### src/verilog/ram_pkg.sv
package ram_pkg;

  ////////////////////////////////////////////////////////////////////////////
  // Bus and memory geometry
  ////////////////////////////////////////////////////////////////////////////

  // Data word width, one beat per word
  localparam int XLEN      = 64;
  // Physical address width
  localparam int PLEN      = 16;
  // Number of RAM words
  localparam int RAM_WORDS = 256;

  // Byte lanes per word
  localparam int BE_W      = XLEN / 8;
  // Address bits below the word index
  localparam int WORD_LSB  = $clog2(BE_W);
  // Word index width
  localparam int RAM_AW    = $clog2(RAM_WORDS);

  ////////////////////////////////////////////////////////////////////////////
  // Beat request, burst generator to RAM
  ////////////////////////////////////////////////////////////////////////////

  typedef struct packed {
    // One cycle per beat
    logic            req;
    logic            we;
    // Byte lane enables
    logic [BE_W-1:0] be;
    logic [PLEN-1:0] addr;
    // Write data sampled with the beat
    logic [XLEN-1:0] data;
  } ram_req_t;

endpackage

### src/verilog/biu_pkg.sv
package biu_pkg;

  ////////////////////////////////////////////////////////////////////////////
  // BIU encodings
  ////////////////////////////////////////////////////////////////////////////

  // Transfer size, QWORD and above unsupported on a 64-bit bus
  typedef enum logic [2:0] {
    SIZE_BYTE  = 3'b000,
    SIZE_HWORD = 3'b001,
    SIZE_WORD  = 3'b010,
    SIZE_DWORD = 3'b011,
    SIZE_QWORD = 3'b100
  } biu_size_e;

  // Burst type, same codes as HBURST
  typedef enum logic [2:0] {
    BURST_SINGLE = 3'b000,
    BURST_INCR   = 3'b001,
    BURST_WRAP4  = 3'b010,
    BURST_INCR4  = 3'b011,
    BURST_WRAP8  = 3'b100,
    BURST_INCR8  = 3'b101,
    BURST_WRAP16 = 3'b110,
    BURST_INCR16 = 3'b111
  } biu_burst_e;

  // Decoded command, decoder to burst generator
  typedef struct packed {
    logic [ram_pkg::PLEN-1:0] addr;
    logic                     we;
    biu_size_e                size;
    biu_burst_e               burst;
    // Remaining beats after the first
    logic [3:0]               cnt;
    logic                     valid;
  } biu_cmd_t;

  ////////////////////////////////////////////////////////////////////////////
  // Conversions
  ////////////////////////////////////////////////////////////////////////////

  // Beat count minus one
  function automatic logic [3:0] burst_len_f(input biu_burst_e burst);
    case (burst)
      BURST_WRAP4, BURST_INCR4:   return 4'd3;
      BURST_WRAP8, BURST_INCR8:   return 4'd7;
      BURST_WRAP16, BURST_INCR16: return 4'd15;
      // Undefined-length INCR runs as a single beat
      default:                    return 4'd0;
    endcase
  endfunction

  // Sizes that fit in one data word
  function automatic logic size_valid_f(input biu_size_e size);
    return size <= SIZE_DWORD;
  endfunction

  // Lane mask for the size, shifted to the byte offset
  function automatic logic [ram_pkg::BE_W-1:0] byte_en_f(
    input biu_size_e                    size,
    input logic [ram_pkg::WORD_LSB-1:0] offs
  );
    logic [ram_pkg::BE_W-1:0] lanes;
    case (size)
      SIZE_BYTE:  lanes = 'h1;
      SIZE_HWORD: lanes = 'h3;
      SIZE_WORD:  lanes = 'hf;
      default:    lanes = '1;
    endcase
    return lanes << offs;
  endfunction

endpackage

### src/verilog/biu_cmd_decode.sv
`timescale 1ns/1ps

module biu_cmd_decode (
  input  logic                     clk,
  input  logic                     rst,
  input  logic                     stb_i,
  input  logic [ram_pkg::PLEN-1:0] adr_i,
  input  biu_pkg::biu_size_e       size_i,
  input  biu_pkg::biu_burst_e      type_i,
  input  logic                     we_i,
  // Burst generator still active
  input  logic                     busy_i,
  output logic                     stb_ack_o,
  output logic                     err_o,
  output biu_pkg::biu_cmd_t        cmd_o
);

  import biu_pkg::*;

  // Strobe taken this edge
  logic accept;
  // Size and burst length disagree
  logic bad_cmd;

  ////////////////////////////////////////////////////////////////////////////
  // Acceptance
  ////////////////////////////////////////////////////////////////////////////

  // Free only when nothing held here and no burst running
  assign stb_ack_o = ~cmd_o.valid & ~busy_i;
  assign accept    = stb_i & stb_ack_o;

  // Multi-beat bursts need full doublewords
  assign bad_cmd = ~size_valid_f(size_i) |
                   ((burst_len_f(type_i) != 4'd0) & (size_i != SIZE_DWORD));

  ////////////////////////////////////////////////////////////////////////////
  // Command register
  ////////////////////////////////////////////////////////////////////////////

  always_ff @(posedge clk or negedge rst) begin
    if (~rst) begin
      cmd_o <= '0;
      err_o <= 1'b0;
    end else begin
      // Both are single-cycle pulses
      err_o       <= accept & bad_cmd;
      cmd_o.valid <= accept & ~bad_cmd;
      if (accept) begin
        cmd_o.addr  <= adr_i;
        cmd_o.we    <= we_i;
        cmd_o.size  <= size_i;
        cmd_o.burst <= type_i;
        cmd_o.cnt   <= burst_len_f(type_i);
      end
    end
  end

endmodule

### config.mk
export PLATFORM = sky130hd
export DESIGN_NAME = biu_cmd_decode
export DESIGN_NICKNAME = d
export VERILOG_FILES = /design/src/verilog/ram_pkg.sv /design/src/verilog/biu_pkg.sv /design/src/verilog/biu_cmd_decode.sv
export SDC_FILE = /design/constraint.sdc
export NUM_CORES = 1
export LEC_CHECK = 0
export BUFFER_PORTS_ARGS = -buffer_cell sky130_fd_sc_hd__buf_4
export CAP_MARGIN = 20
export CELL_PAD_IN_SITES_DETAIL_PLACEMENT = 0
export CELL_PAD_IN_SITES_GLOBAL_PLACEMENT = 1
export CORE_MARGIN = 2
export CORE_UTILIZATION = 40
export CTS_BUF_LIST = sky130_fd_sc_hd__clkbuf_4 sky130_fd_sc_hd__clkbuf_8
export DETAILED_ROUTE_END_ITERATION = 8
export GPL_TIMING_DRIVEN = 0
export PLACE_DENSITY = 0.91
export SYNTH_ARGS = -nofsm -noshare
export SYNTH_HDL_FRONTEND = slang
export SYNTH_SLANG_ARGS = --single-unit
### constraint.sdc
create_clock -name clk -period 2.2 [get_ports clk]
set_clock_uncertainty 0.15 [all_clocks]
set_input_delay 0.33 -clock clk [delete_from_list [all_inputs] [get_ports clk]]
set_output_delay 0.33 -clock clk [all_outputs]
set_load 0.01 [all_outputs]
### Word level (Yosys, flattened, before mapping)

Cells that the tools add are included.

| storage, ports and cells | value |
|---|---|
| register bits after elaboration | 29 |
| output and inout bits | 30 |
| input bits | 27 |

| cells by class | value |
|---|---|
| muxes and demuxes | 1 |
| equal/unequal tests | 7 |
| $lt $le $gt $ge | 1 |
| bitwise operators | 10 |
| reductions and logical operators | 4 |

Operators by type and width:

| cell | count |
|---|---|
| $eq 3x3->1 const B | 4 |
| $pmux 4 s3 | 1 |
| $eq 3x2->1 const B | 2 |
| $reduce_or 2->1 | 3 |
| $and 1x1->1 | 5 |
| $not 1->1 | 4 |
| $reduce_bool 4->1 | 1 |
| $le 3x2->1 const B | 1 |
| $ne 3x2->1 const B | 1 |
| $or 1x1->1 | 1 |

### Logic depth before layout (Yosys ltp)

| depth | value |
|---|---|
| word-level depth | 8 |
| depth in mapped cells | 4 |
| depth with buffers taken out | 2 |

### Worst setup path after synthesis

Ideal clock, no wire load.

| timing path | value |
|---|---|
| kind | register to register |
| start | reg cmd_o[0] (netlist name) |
| end | reg cmd_o[10] (netlist name) |
| arrival | 1.194 ns |
| path buffers | 2 |
| clock period less this slack | 1.469 ns |
| slack | 0.731 ns |
| cell stages (with the launch flop) | 5 |
| data required time | 1.925 ns |
| path through | dfrtp_1 -> nor3b_2 -> buf_6 -> buf_12 -> mux2_4 |

| on the way | value |
|---|---|
| word-level cells in the longest chain between the ends | 3 |

Ends and longest elaborated chain:

| element | line | RTL |
|---|---|---|
| from (decl) | biu_cmd_decode.sv:15 | `output biu_pkg::biu_cmd_t cmd_o` |
| $not 1->1 | biu_cmd_decode.sv:30 | `assign stb_ack_o = ~cmd_o.valid & ~busy_i;` |
| $and 1x1->1 | biu_cmd_decode.sv:30 |  |
| $and 1x1->1 | biu_cmd_decode.sv:31 | `assign accept = stb_i & stb_ack_o;` |

No other way between the ends.
A chain may end at the register's enable or synchronous reset.

### Final worst setup path

Same ends and word-level chain as after synthesis.

==> impl_metrics.json <==
{
  "end_kind": "flip-flop",
  "finalSetupViolations": 0,
  "cap_viol_max_count": 0,
  "initial_core_util_pct": 42.4,
  "cts_setup_buffers": 0,
  "path_cells": "nor3b_2, buf_6, buf_12, mux2_4",
  "dieArea_um2": 3370,
  "area_delta_synth_final_pct": 42.0,
  "slew_violations": 0,
  "nNetsFinal": 156,
  "htree_levels": 1,
  "antenna_found_initial": 0,
  "vias": 742,
  "synth_warnings": 0,
  "holdCritStartpoint": "size_i[2]",
  "reg2reg_depth": 4,
  "rrSetupSlack_ps": 670,
  "drt_iter0_markers": 9,
  "ys_seq_elements": 28,
  "portBuffers": 56,
  "p_leak_nw": 0.834,
  "routed_wirelength_um": 2210,
  "placed_area_um2": 1630,
  "dr.pass1.iters": 2,
  "ant_nets": 0,
  "post_cts_resized": 0,
  "hold_buffers": 1,
  "tns_ps": 0,
  "hold_class": "in2reg",
  "synth.distinct_cells": 13,
  "antenna_cells": 0,
  "worstSkewPairLatency_ps": 320,
  "dp_hpwl_um": 1670,
  "grt_pass1_vias": 787,
  "rsz0062_at_grt": "false",
  "r2r_end": "cmd_o[10]",
  "drc": 0,
  "grt_max_degree": 29,
  "grt_use_total_pct": 14.9,
  "hold_depth": 2,
  "finalCritPeriodShare_pct": 69.5,
  "tightest_slew_ps": 349,
  "gp_congestion": 0.647,
  "hold_path_end": "cmd_o[0]",
  "setup.worst_path.class": "reg2reg",
  "drive_gt1_share_pct": 70.1,
  "relSlewSlack_pct": 76.7,
  "cp_slowest_cell": "dfrtp_1",
  "stdcell_count": 158,
  "fin_ws_ps": 670,
  "via_per_inst": 4.70,
  "cts_made_buffers": 3,
  "wl_per_cell_um": 14.0,
  "syn_nets": 94,
  "fmax_mhz": 654,
  "cts_tree": "built",
  "slowest_delay_ps": 430,
  "syn_area_um2": 1170,
  "grt-ovfl-total": 0,
  "clk_pin_slew_worst_paths_ps": 140,
  "r2r-start": "cmd_o[0]",
  "cp-start-kind": "flip-flop",
  "rows": 19,
  "dp.cells": 154,
  "vdd_drop_max_uv": 514,
  "clock-sinks": 28,
  "grt_pass1_wl_um": 3710,
  "power_density_nw_per_um2": 718,
  "critPathMaxFanout": 10,
  "synth-seq-area-share_pct": 59.9,
  "final_area_um2": 1660,
  "clock-root-buffer": "clkbuf_4",
  "io_pins": 57,
  "worstPathArrival_ps": 1590,
  "status": "completed",
  "hold_viol_final": 0,
  "fin_crit_ps": 1530,
  "avgSynthCellArea_um2": 17.5,
  "fp.dieH_um": 58.1,
  "worstPathRequired_ps": 2260,
  "syn_inst": 67,
  "core_area_um2": 2760,
  "post-place-ws_ps": 621,
  "die_width_um": 58.1,
  "cts_max_path_buffers": 2
}
cell type report:
class	instances	area (µm²)
Inverter	2	7.51
Timing Repair Buffer	57	430
Multi-Input combinational cell	33	403
Clock buffer	3	22.5
Fill cell	222	1100
Tap cell	31	38.8
Sequential cell	28	701
Buffer	4	58.8
registers in the layout, summed over array words and instances, names as in the netlist:
name   flops
cmd_o     27
err_o      1
cells by family after synthesis:
logic type	synth area share [%]
mux	29.9
buf+inv	5.67
simple gates	3.10
flops	59.9
compound gates	1.39
where the power goes:
part	switching (mW)	internal, mW
clock network	0.136	0.0641
logic	0.127	0.230
registers	0.0456	0.591
total	0.308	0.886
metal layers:
layer	part of all wire, %	GRT usage (%)	up-vias
li1	-	-	349
met3	7.1	2.68	4
met1	42	19.8	356
met2	49	23.7	33
met4	2.0	6.98	0
met5	0	0	-
per-stage QoR:
stage               util, %  total power [mW]  hold slack (ps)
floorplan                 -             0.811             -116
global placement       59.1             0.997              109
detailed placement     59.1              1.01              119
CTS                    60.3              1.21             9.12
global route           60.3              1.27             2.86
finish                 60.3              1.19             14.0
worst max-delay path by stage:
stage / start / to / slack, ps / depth (start not counted)
2_1_floorplan: cmd_o[0] / cmd_o[10] / 730 / 4
3_3_place_gp: busy_i / cmd_o[11] / 650 / 5
6_report: cmd_o[0] / cmd_o[10] / 670 / 4
3_5_place_dp: busy_i / cmd_o[25] / 620 / 5
5_1_grt: cmd_o[0] / cmd_o[7] / 610 / 4
4_1_cts: cmd_o[0] / cmd_o[7] / 670 / 4
critical path, delay by kind of cell, from the launching register on:
family	cells	cell delay [ps]
flip-flops	1	430
multiplexers	1	300
AND/OR/NAND/NOR	1	190
buffers and inverters	2	350
Yosys cell counts:
cell / number / area, µm²
inv_1: 2 / 7.51
buf_12: 2 / 40.0
nor2_1: 2 / 7.51
a2bb2oi_1: 1 / 8.76
nand2_1: 1 / 3.75
buf_4: 1 / 7.51
mux2_4: 16 / 240
buf_6: 1 / 11.3
mux2i_1: 2 / 20.0
dfrtp_1: 28 / 701
mux2_2: 8 / 90.1
nor3b_2: 2 / 25.0
o21a_1: 1 / 7.51
placed cells by master, fill, tap and decap left out, drive strengths merged:
| cell | count |
|---|---|
| dfrtp | 28 |
| clkbuf | 3 |
| nor2 | 2 |
| nand2 | 1 |
| nor3b | 2 |
| inv | 2 |
| mux2 | 24 |
| o21a | 1 |
| mux2i | 2 |
| dlygate4sd3 | 1 |
| a2bb2oi | 1 |
| buf | 60 |
Power figures use the tool's default switching activity.
