==> src/verilog/ram_pkg.sv <==
package ram_pkg;

  ////////////////////////////////////////////////////////////////////////////
  // Bus and memory geometry
  ////////////////////////////////////////////////////////////////////////////

  // Data word width, one beat per word
  localparam int XLEN      = 64;
  // Physical address width
  localparam int PLEN      = 16;
  // Number of RAM words
  localparam int RAM_WORDS = 256;

  // Byte lanes per word
  localparam int BE_W      = XLEN / 8;
  // Address bits below the word index
  localparam int WORD_LSB  = $clog2(BE_W);
  // Word index width
  localparam int RAM_AW    = $clog2(RAM_WORDS);

  ////////////////////////////////////////////////////////////////////////////
  // Beat request, burst generator to RAM
  ////////////////////////////////////////////////////////////////////////////

  typedef struct packed {
    // One cycle per beat
    logic            req;
    logic            we;
    // Byte lane enables
    logic [BE_W-1:0] be;
    logic [PLEN-1:0] addr;
    // Write data sampled with the beat
    logic [XLEN-1:0] data;
  } ram_req_t;

endpackage

==> src/verilog/biu_pkg.sv <==
package biu_pkg;

  ////////////////////////////////////////////////////////////////////////////
  // BIU encodings
  ////////////////////////////////////////////////////////////////////////////

  // Transfer size, QWORD and above unsupported on a 64-bit bus
  typedef enum logic [2:0] {
    SIZE_BYTE  = 3'b000,
    SIZE_HWORD = 3'b001,
    SIZE_WORD  = 3'b010,
    SIZE_DWORD = 3'b011,
    SIZE_QWORD = 3'b100
  } biu_size_e;

  // Burst type, same codes as HBURST
  typedef enum logic [2:0] {
    BURST_SINGLE = 3'b000,
    BURST_INCR   = 3'b001,
    BURST_WRAP4  = 3'b010,
    BURST_INCR4  = 3'b011,
    BURST_WRAP8  = 3'b100,
    BURST_INCR8  = 3'b101,
    BURST_WRAP16 = 3'b110,
    BURST_INCR16 = 3'b111
  } biu_burst_e;

  // Decoded command, decoder to burst generator
  typedef struct packed {
    logic [ram_pkg::PLEN-1:0] addr;
    logic                     we;
    biu_size_e                size;
    biu_burst_e               burst;
    // Remaining beats after the first
    logic [3:0]               cnt;
    logic                     valid;
  } biu_cmd_t;

  ////////////////////////////////////////////////////////////////////////////
  // Conversions
  ////////////////////////////////////////////////////////////////////////////

  // Beat count minus one
  function automatic logic [3:0] burst_len_f(input biu_burst_e burst);
    case (burst)
      BURST_WRAP4, BURST_INCR4:   return 4'd3;
      BURST_WRAP8, BURST_INCR8:   return 4'd7;
      BURST_WRAP16, BURST_INCR16: return 4'd15;
      // Undefined-length INCR runs as a single beat
      default:                    return 4'd0;
    endcase
  endfunction

  // Sizes that fit in one data word
  function automatic logic size_valid_f(input biu_size_e size);
    return size <= SIZE_DWORD;
  endfunction

  // Lane mask for the size, shifted to the byte offset
  function automatic logic [ram_pkg::BE_W-1:0] byte_en_f(
    input biu_size_e                    size,
    input logic [ram_pkg::WORD_LSB-1:0] offs
  );
    logic [ram_pkg::BE_W-1:0] lanes;
    case (size)
      SIZE_BYTE:  lanes = 'h1;
      SIZE_HWORD: lanes = 'h3;
      SIZE_WORD:  lanes = 'hf;
      default:    lanes = '1;
    endcase
    return lanes << offs;
  endfunction

endpackage

==> src/verilog/biu_burst_gen.sv <==
`timescale 1ns/1ps

module biu_burst_gen (
  input  logic                     clk,
  input  logic                     rst,
  input  biu_pkg::biu_cmd_t        cmd_i,
  input  logic [ram_pkg::XLEN-1:0] d_i,
  output logic                     busy_o,
  output logic                     d_ack_o,
  output ram_pkg::ram_req_t        req_o
);

  import biu_pkg::*;
  import ram_pkg::*;

  // Next word address, wrapping inside the aligned block
  function automatic logic [PLEN-1:0] nxt_addr_f(
    input logic [PLEN-1:0] addr,
    input biu_burst_e      burst
  );
    logic [PLEN-1:0] nxt;
    nxt = {addr[PLEN-1:WORD_LSB] + (PLEN-WORD_LSB)'(1), {WORD_LSB{1'b0}}};
    case (burst)
      // 32 byte block
      BURST_WRAP4:  nxt = {addr[PLEN-1:5], nxt[4:0]};
      // 64 byte block
      BURST_WRAP8:  nxt = {addr[PLEN-1:6], nxt[5:0]};
      // 128 byte block
      BURST_WRAP16: nxt = {addr[PLEN-1:7], nxt[6:0]};
      default: ;
    endcase
    return nxt;
  endfunction

  // Beat waiting to go out at the next edge
  logic            pend_q;
  // Beats left after the pending one
  logic [3:0]      cnt_q;
  logic [PLEN-1:0] addr_q;
  biu_size_e       size_q;
  biu_burst_e      burst_q;
  logic            we_q;

  ////////////////////////////////////////////////////////////////////////////
  // Beat counter
  ////////////////////////////////////////////////////////////////////////////

  always_ff @(posedge clk or negedge rst) begin
    if (~rst) begin
      pend_q <= 1'b0;
      cnt_q  <= '0;
    end else if (cmd_i.valid) begin
      pend_q <= 1'b1;
      cnt_q  <= cmd_i.cnt;
    end else if (pend_q) begin
      // Last beat leaves this edge
      if (cnt_q == 4'd0) begin
        pend_q <= 1'b0;
      end else begin
        cnt_q <= cnt_q - 4'd1;
      end
    end
  end

  // Burst attributes and running address
  always_ff @(posedge clk) begin
    if (cmd_i.valid) begin
      addr_q  <= cmd_i.addr;
      size_q  <= cmd_i.size;
      burst_q <= cmd_i.burst;
      we_q    <= cmd_i.we;
    end else if (pend_q && cnt_q != 4'd0) begin
      addr_q <= nxt_addr_f(addr_q, burst_q);
    end
  end

  ////////////////////////////////////////////////////////////////////////////
  // RAM request
  ////////////////////////////////////////////////////////////////////////////

  always_ff @(posedge clk or negedge rst) begin
    if (~rst) begin
      req_o <= '0;
    end else begin
      req_o.req <= pend_q;
      if (pend_q) begin
        req_o.we   <= we_q;
        req_o.be   <= byte_en_f(size_q, addr_q[WORD_LSB-1:0]);
        req_o.addr <= addr_q;
        // Host write data sampled here
        req_o.data <= d_i;
      end
    end
  end

  // Host drives beat data while a beat is pending
  assign d_ack_o = pend_q;
  assign busy_o  = pend_q | cmd_i.valid;

endmodule

==> config.mk <==
export PLATFORM = sky130hd
export DESIGN_NAME = biu_burst_gen
export DESIGN_NICKNAME = d
export VERILOG_FILES = /design/src/verilog/ram_pkg.sv /design/src/verilog/biu_pkg.sv /design/src/verilog/biu_burst_gen.sv
export SDC_FILE = /design/constraint.sdc
export NUM_CORES = 1
export LEC_CHECK = 0
export BUFFER_PORTS_ARGS = -buffer_cell sky130_fd_sc_hd__clkbuf_2
export CAP_MARGIN = 20
export CORE_ASPECT_RATIO = 1.1
export CORE_MARGIN = 5
export CORE_UTILIZATION = 49
export CTS_CLUSTER_DIAMETER = 150
export DETAILED_ROUTE_END_ITERATION = 8
export PLACE_DENSITY = 0.8
export SYNTH_ARGS = -nofsm -noshare
export SYNTH_HDL_FRONTEND = slang
export SYNTH_SLANG_ARGS = --single-unit
==> constraint.sdc <==
create_clock -name clk -period 1.9 [get_ports clk]
set_input_delay 0.285 -clock clk [delete_from_list [all_inputs] [get_ports clk]]
set_output_delay 0.285 -clock clk [all_outputs]
set_load 0.1 [all_outputs]
* Word-level counts from Yosys, hierarchy flattened
Index checks and enable logic that the tools add are counted.
Widths: inputs -> output; s select.
** Storage, ports and cells
- Bits in registers :: 118
- Word-level logic and storage cells :: 48
- Input bits :: 94
- Output and inout port bits :: 92
** Cells by class
- Bitwise operators :: 1
- Reduce and logical (&&, ||, !) cells :: 10
- Muxes and demuxes :: 11
- Equal/unequal tests :: 9
- Add/subtract/negate cells :: 2
- Shifts and indexed selects :: 1
** Operators by type and width (count)
- $pmux 16 s3 :: 1
- $mux 16 :: 2
- $pmux 8 s3 :: 1
- $add 13x1->13 const B :: 1
- $mux 4 :: 3
- $mux 8 :: 1
- $ne 2x2->1 const B :: 4
- $shl 8x3->8 :: 1
- $eq 3x2->1 const B :: 2
- $eq 3x3->1 const B :: 2
- $logic_not 4->1 :: 1
- $reduce_and 2->1 :: 2
- $reduce_and 4->1 :: 1
- $reduce_bool 2->1 :: 2
- $reduce_bool 4->1 :: 1
- $sub 4x1->4 const B :: 1
- $eq 3x1->1 const B :: 1
- $logic_not 3->1 :: 1
- $mux 1 :: 3
- $reduce_and 3->1 :: 1
- $logic_and 1x1->1 :: 1
- $or 1x1->1 :: 1

* Depth between registers and ports, before layout
Gate-level depths: netlist of the first run.
- Depth in word-level cells :: 4
- Depth in mapped cells :: 6
- Mapped depth without buffers :: 6

* Least setup slack after synthesis of the first run
No wires, ideal clock.
- Path type :: reg-to-output
- Start point :: register pend_q, in the netlist d_ack_o
- End point :: output port busy_o
- Path buffers :: 3
- Arrival :: 2.014 ns
- Path slack :: -0.399 ns
- Required time :: 1.615 ns
- Stages on the path, launching flop included :: 5
- Cell sequence :: dfrtp_1 buf_4 buf_2 buf_2 or2_2
** On the way
- Word-level cells in the longest chain between the ends :: 1
** RTL lines
- start: declaration :: line biu_burst_gen.sv:36 : logic pend_q;
- start signal: assignment :: line biu_burst_gen.sv:50 : pend_q <= 1'b0;
- start signal: assignment :: line biu_burst_gen.sv:53 : pend_q <= 1'b1;
- start signal: assignment :: line biu_burst_gen.sv:58 : pend_q <= 1'b0;
- $or 1x1->1 :: line biu_burst_gen.sv:98 : assign busy_o = pend_q | cmd_i.valid;
- end: declaration :: line biu_burst_gen.sv:8 : output logic busy_o,
Every way passes these cells.

* Worst setup path in the final report of the first run
- Start point :: register cnt_q[0]
- End point :: register addr_q[1] (enable)
** On the way
- Word-level cells in the longest chain between the ends :: 3
** RTL lines
- start: declaration :: line biu_burst_gen.sv:38 : logic [3:0] cnt_q;
- start signal: assignment :: line biu_burst_gen.sv:54 : cnt_q <= cmd_i.cnt;
- start signal: assignment :: line biu_burst_gen.sv:60 : cnt_q <= cnt_q - 4'd1;
- $reduce_bool 4->1 :: line biu_burst_gen.sv:72 : end else if (pend_q && cnt_q != 4'd0) begin
- $logic_and 1x1->1 :: line biu_burst_gen.sv:72
- $reduce_bool 2->1 (no source line)
- end signal: assignment :: line biu_burst_gen.sv:68 : addr_q <= cmd_i.addr;
- end signal: assignment :: line biu_burst_gen.sv:73 : addr_q <= nxt_addr_f(addr_q, burst_q);
- end: declaration :: line biu_burst_gen.sv:39 : logic [PLEN-1:0] addr_q;
Every way passes these cells.
A chain may end at the register's enable or synchronous reset.

==> out/metrics.cfg, run 1 <==
[outcome]
outcome = finished clean

[grt]
antenna_found_initial = 0
grt_pass1_vias = 4115
grt_max_degree = 52
grt_usage_pct = 24.6
overflow = 0
grt_pass1_wl_mm = 22.8

[detailed_routing]
drc = 0
vias = 3858
drtIter0Drc = 213
routed_wl_mm = 14.3
ant_nets = 0
viasPerCell = 5.21
dr.pass1.iters = 4
wl_per_cell_um = 19.3

[die]
ios = 186
dieArea_mm2 = 0.0120
start_util_pct = 49.6
core_mm2 = 0.00979
fp.dieH_um = 114
num_rows = 38
dieWidth_um = 105

[synthesis]
synth_seq_cells = 118
synth_edf_count = 23
synth_cell_types = 40
ys_warn_count = 0
synth_fp_nets = 443
synth_flop_cell = dfrtp_1
syn-mean-instance-area_um2 = 14.0
syn_inst = 347
synthesis.area_mm2 = 0.00486
ys_seq_area_share_pct = 63.2
async_reset_ff_share_pct = 80.5

[finish]
final_layout_size_suffix_gt1_share_pct = 52.9
final_area_mm2 = 0.00727
layout_common_cells = 183 x clkbuf_2, 94 x dfrtp_1, 87 x mux2_2, 59 x dlygate4sd3_1, 23 x edfxtp_1
nets = 704
diodes = 0
syn_to_final_growth_pct = 49.7
final_common_cell = clkbuf_2

[place]
pre_cts_slack_ns = -0.0627
gp_routability_congestion = 0.806
dpl-instance-area_mm2 = 0.00597
io_buffers = 185
hpwlAfterDp_mm = 8.62

[sta]
rsz0062_at_grt = yes
period_share_pct = 98.3
tightest_slew_ns = 0.588
drv_slew = 0
clock-skew-final_ns = 0.0148
setup_viol = 0
min_period_ns = 1.87
final_hold_viol_count = 0
setup_slack_ns = 0.0325
fmax_mhz = 535
relSlewSlack_pct = 61.0

[job]
maxCapViolCount = 0

[critical_path]
cp_cell_sequence = inv_1, ha_1, or3b_2, a21oi_4, buf_6, clkinvlp_4
critPathMaxFanout = 6
worst-setup-path-type = reg -> reg
path_buf_inv = 3
critPathTopFamily = simple AND/OR/NAND/NOR gates
critPathMaxStageDelay_ns = 0.48
crit_required_ns = 2.16
end_kind = register
worst_setup_path_start_kind = register
worst_path_max_delay_cell = or3b_2
cp_data_arrival_time_ns = 2.13

[cts]
cts_buffers = 17
h-tree-depth = 4
worstSkewPairLatency_ns = 0.52
clk_pin_slew_ns = 0.06
clock-root-buffer = clkbuf_8
cts_buffer_depth = 2
cts_tree = built
cts_sinks = 118

[power_and_ir_drop]
cellPowerDensity_mw_per_mm2 = 1640
irDropWorstVdd_v = 0.00101
power.leakage_nw = 3.43
finalPower_mw = 11.9

[min_path]
worstHoldPathType = in -> reg

## final cells by class
class | count | area [um^2]
clock inverters | 7 | 87.6
repair buffers | 264 | 1730
flip-flops and latches | 118 | 3070
inverters | 9 | 37.5
well taps | 120 | 150
fillers | 588 | 2520
clock buffers | 24 | 523
multi-input cells | 198 | 1670
## kinds of logic (layout without fill, tap and decap cells)
kind of cell / Yosys count / after routing / synth area share (%)
XOR/XNOR: 12 / 12 / 2.16
AO/OA/AOI/OAI: 37 / 37 / 4.89
flip-flops: 118 / 118 / 63.2
adder cells (fa/ha/maj): 2 / 2 / 0.515
buffers and inverters: 31 / 304 / 2.65
AND/OR/NAND/NOR: 59 / 59 / 6.23
multiplexers: 88 / 88 / 20.4
## report_power, final
| group | total [mW] | switching, mW | internal (mW) |
|---|---|---|---|
| combinational | 5.06 | 3.95 | 1.11 |
| sequential | 3.61 | 0.436 | 3.18 |
| clock | 3.24 | 1.09 | 2.15 |
| total | 11.9 | 5.48 | 6.43 |
## layer usage
| layer | track usage, % | vias up | part of all wire [%] |
|---|---|---|---|
| li1 | - | 1773 | - |
| met1 | 29.2 | 1870 | 39 |
| met2 | 41.4 | 182 | 52 |
| met3 | 7.33 | 33 | 7.2 |
| met4 | 11.1 | 0 | 2.4 |
| met5 | 0 | - | 0 |
## per-stage QoR
stage               setup TNS, ns  util [%]  std cells  hold slack (ns)
floorplan                       0         -        347          -0.0106
global route               -0.257      74.2        740         0.000822
global placement                0      60.9        641            0.193
detailed placement         -0.563      60.9        641            0.198
CTS                       -0.0403      73.4        733         0.000227
finish                          0      74.2        740           0.0168
## worst paths after layout
path,startpoint,to,depth (start not counted),slack (ns)
max in group asynchronous,rst,req_o[56],3,1.05
min,d_i[45],req_o[45],2,0.02
max,cnt_q[0],addr_q[1],6,0.03
min reg2reg,we_q,req_o[88],1,0.49
min in group asynchronous,rst,d_ack_o,2,0.19
max reg2reg,cnt_q[0],addr_q[1],6,0.03
## repair_timing
item	CTS	global route
hold buffers	59	0
gates resized for setup	1	3
pin swaps	0	1
endpoints found under the setup margin	10	6
setup buffers	2	6
endpoints found under the hold margin	82	0
gates cloned	0	1
## cells in the mapped netlist (5+ instances only)
master	instances	area, um^2
nand2_1	20	75.1
nand3_1	6	30.0
dfrtp_1	95	2380
edfxtp_1	23	691
xor2_1	10	87.6
mux2_2	87	980
nor2_1	8	30.0
o21ai_0	15	75.1
a21oi_1	5	25.0
nor3_1	5	25.0
inv_1	9	33.8
clkbuf_1	13	48.8
buf_2	7	35.0
## registers in the layout, indices dropped and copies added (netlist names)
signal and count:
addr_q 16, burst_q 3, req_o 90, size_q 3
we_q 1, cnt_q 4, d_ack_o 1
(Power assumes the default switching activity.)
==> inputs of run 2 (changes only) <==
--- a/config.mk
+++ b/config.mk
@@ -9,10 +9,10 @@
 export CAP_MARGIN = 20
 export CORE_ASPECT_RATIO = 1.1
 export CORE_MARGIN = 5
-export CORE_UTILIZATION = 49
+export CORE_UTILIZATION = 50
 export CTS_CLUSTER_DIAMETER = 150
 export DETAILED_ROUTE_END_ITERATION = 8
-export PLACE_DENSITY = 0.8
+export PLACE_DENSITY = 0.81
 export SYNTH_ARGS = -nofsm -noshare
 export SYNTH_HDL_FRONTEND = slang
 export SYNTH_SLANG_ARGS = --single-unit
==> constraint.sdc (replaced) <==
create_clock -name clk -period 2.2 [get_ports clk]
set_input_delay 0.33 -clock clk [delete_from_list [all_inputs] [get_ports clk]]
set_output_delay 0.33 -clock clk [all_outputs]
set_load 0.1 [all_outputs]
==> run 2 against run 1 <==
Die area down 1.8%. Core utilization down 4.4 points. Sequential power down 14%. Critical path type unchanged. Sequential share of layout area up 4.3 points. Flip-flop and latch count unchanged.
==> out/metrics.cfg, run 2 (synthesis gave the netlist of run 1 again) <==
[sta]
drv_slew = 0  ; unchanged
rsz0062_at_grt = no
period_share_pct = 88.9  ; -9.4 points
setup_viol = 0  ; unchanged
final_hold_viol_count = 0  ; unchanged
relSlewSlack_pct = 50.7  ; -10 points
tightest_slew_ns = 0.738  ; +0.150 ns
tns_ns = 0  ; unchanged
timing.hold.ws_ns = 0.0574  ; +0.0406 ns
min_period_ns = 1.96  ; +0.0888 ns
fmax_mhz = 511  ; -4.5%
clock-skew-final_ns = 0.00616  ; -0.00866 ns

[grt]
antenna_found_initial = 0  ; unchanged
grt_pass1_vias = 3642  ; -11%
grt_pass1_wl_mm = 18.1  ; -21%
grt_max_degree = 87  ; +67%
overflow = 0  ; unchanged
grt_usage_pct = 19.0  ; -5.6 points

[place]
io_buffers = 185  ; unchanged
placedCellCount = 632  ; -1.4%
hpwlAfterDp_mm = 8.04  ; -6.7%
gp_routability_congestion = 0.788  ; -2.1%

[power_and_ir_drop]
irDropWorstVdd_v = 0.000958  ; -5.4%
cellPowerDensity_mw_per_mm2 = 1510  ; -8.0%
finalPower_mw = 9.94  ; -17%
power.leakage_nw = 3.12  ; -9.0%

[job]
maxCapViolCount = 0  ; unchanged

[die]
ios = 186  ; unchanged
start_util_pct = 51.4  ; +1.8 points
dieArea_mm2 = 0.0118  ; -1.8%
num_rows = 37  ; -2.6%
dieWidth_um = 104  ; -0.91%
core_mm2 = 0.00944  ; -3.6%
fp.dieH_um = 113  ; -0.92%

[critical_path]
crit_required_ns = 2.33  ; +0.17 ns
critPathMaxFanout = 9  ; +3
cp_data_arrival_time_ns = 2.08  ; -0.05 ns
critPathMaxStageDelay_ns = 0.60  ; +0.12 ns
end_kind = register
worst_path_max_delay_cell = nor2b_1
worst-setup-path-type = reg -> reg
cp_cell_sequence = inv_1, ha_1, or3b_2, a21oi_4, nor2b_1
worst_setup_path_start_kind = register

[finish]
layout_common_cells = 183 x clkbuf_2, 94 x dfrtp_1, 87 x mux2_2, 23 x edfxtp_1, 20 x nand2_1
final_layout_size_suffix_gt1_share_pct = 55.9  ; +3.0 points
final_common_cell = clkbuf_2
nets = 638  ; -9.4%
syn_to_final_growth_pct = 35.8
largest-register = req_o
largest_reg_flops = 90  ; unchanged
diodes = 0  ; unchanged
post_layout_nonfiller_instances = 670  ; -9.5%
utilization_pct = 69.8  ; -4.4 points
reg_top3 = req_o (90), addr_q (16), cnt_q (4)
nFillCells = 693  ; +18%

[detailed_routing]
viasPerCell = 5.10  ; -2.2%
vias = 3417  ; -11%
drc = 0  ; unchanged
routed_wl_mm = 10.9  ; -24%
dr.pass1.iters = 4  ; unchanged
wl_per_cell_um = 16.3  ; -16%
ant_nets = 0  ; unchanged
drtIter0Drc = 103  ; -52%

[cts]
cts_buffers = 17  ; unchanged
cts_tree = built
cts_buffer_depth = 2  ; unchanged
clk_pin_slew_ns = 0.06  ; about the same
post_cts_resized = 0  ; -1
clock-root-buffer = clkbuf_8
cts_sinks = 118  ; unchanged
worstSkewPairLatency_ns = 0.50  ; -0.02 ns
h-tree-depth = 4  ; unchanged

[outcome]
outcome = finished clean

[min_path]
worstHoldPathType = in -> reg

run 2: final cells by class:
class / count / area (um^2) / area share (%)
Timing Repair Buffer: 198 / 1090 / 16.5
Inverter: 9 / 33.8 / 0.512
Clock inverter: 6 / 85.1 / 1.29
Clock buffer: 24 / 513 / 7.78
Sequential cell: 118 / 3070 / 46.6
Multi-Input combinational cell: 198 / 1660 / 25.2
Tap cell: 117 / 146 / 2.22
run 2: report_power, final:
part	internal, mW	switching, mW
Combinational	0.809	3.30
Sequential	2.74	0.367
Clock	1.82	0.900
run 2: what timing repair did:
item,4_1_cts,5_1_grt
setup buffers,0,0
hold buffers,8,0
endpoints found under the hold margin,42,0
run 2: final timing paths:
kind,startpoint,to,slack (ns),depth (start not counted)
max in group asynchronous,rst,cnt_q[0],1.13,3
setup / recovery,cnt_q[0],addr_q[7],0.24,5
hold / removal,d_i[59],req_o[59],0.06,2
min in group asynchronous,rst,req_o[74],0.34,2
setup reg to reg,cnt_q[0],addr_q[7],0.24,5
hold reg to reg,we_q,req_o[88],0.49,1
run 2: critical path, delay by kind of cell, from the launching register on:
| kind | cells | cell delay (ns) |
|---|---|---|
| AOI/OAI and AO/OA | 1 | 0.09 |
| adders and majority gates | 1 | 0.23 |
| buffers and inverters | 1 | 0.07 |
| DFF | 1 | 0.37 |
| and+or+nand+nor | 2 | 0.83 |
run 2: per-layer routing:
layer | track usage, % | share of wire, % | wire [um]
met5 | 0 | 0 | 0
met4 | 8.55 | 2.1 | 227
met3 | 6.00 | 6.2 | 674
met2 | 32.9 | 54 | 5870
met1 | 21.7 | 38 | 4130
run 2: per-stage QoR:
step	setup slack, ns	cell area [um^2]
final	0.244	6600
after global routing	0.127	6600
after CTS	0.230	6600
after detailed placement	0.246	5920
after global placement	0.319	5920
after floorplan	0.150	4860
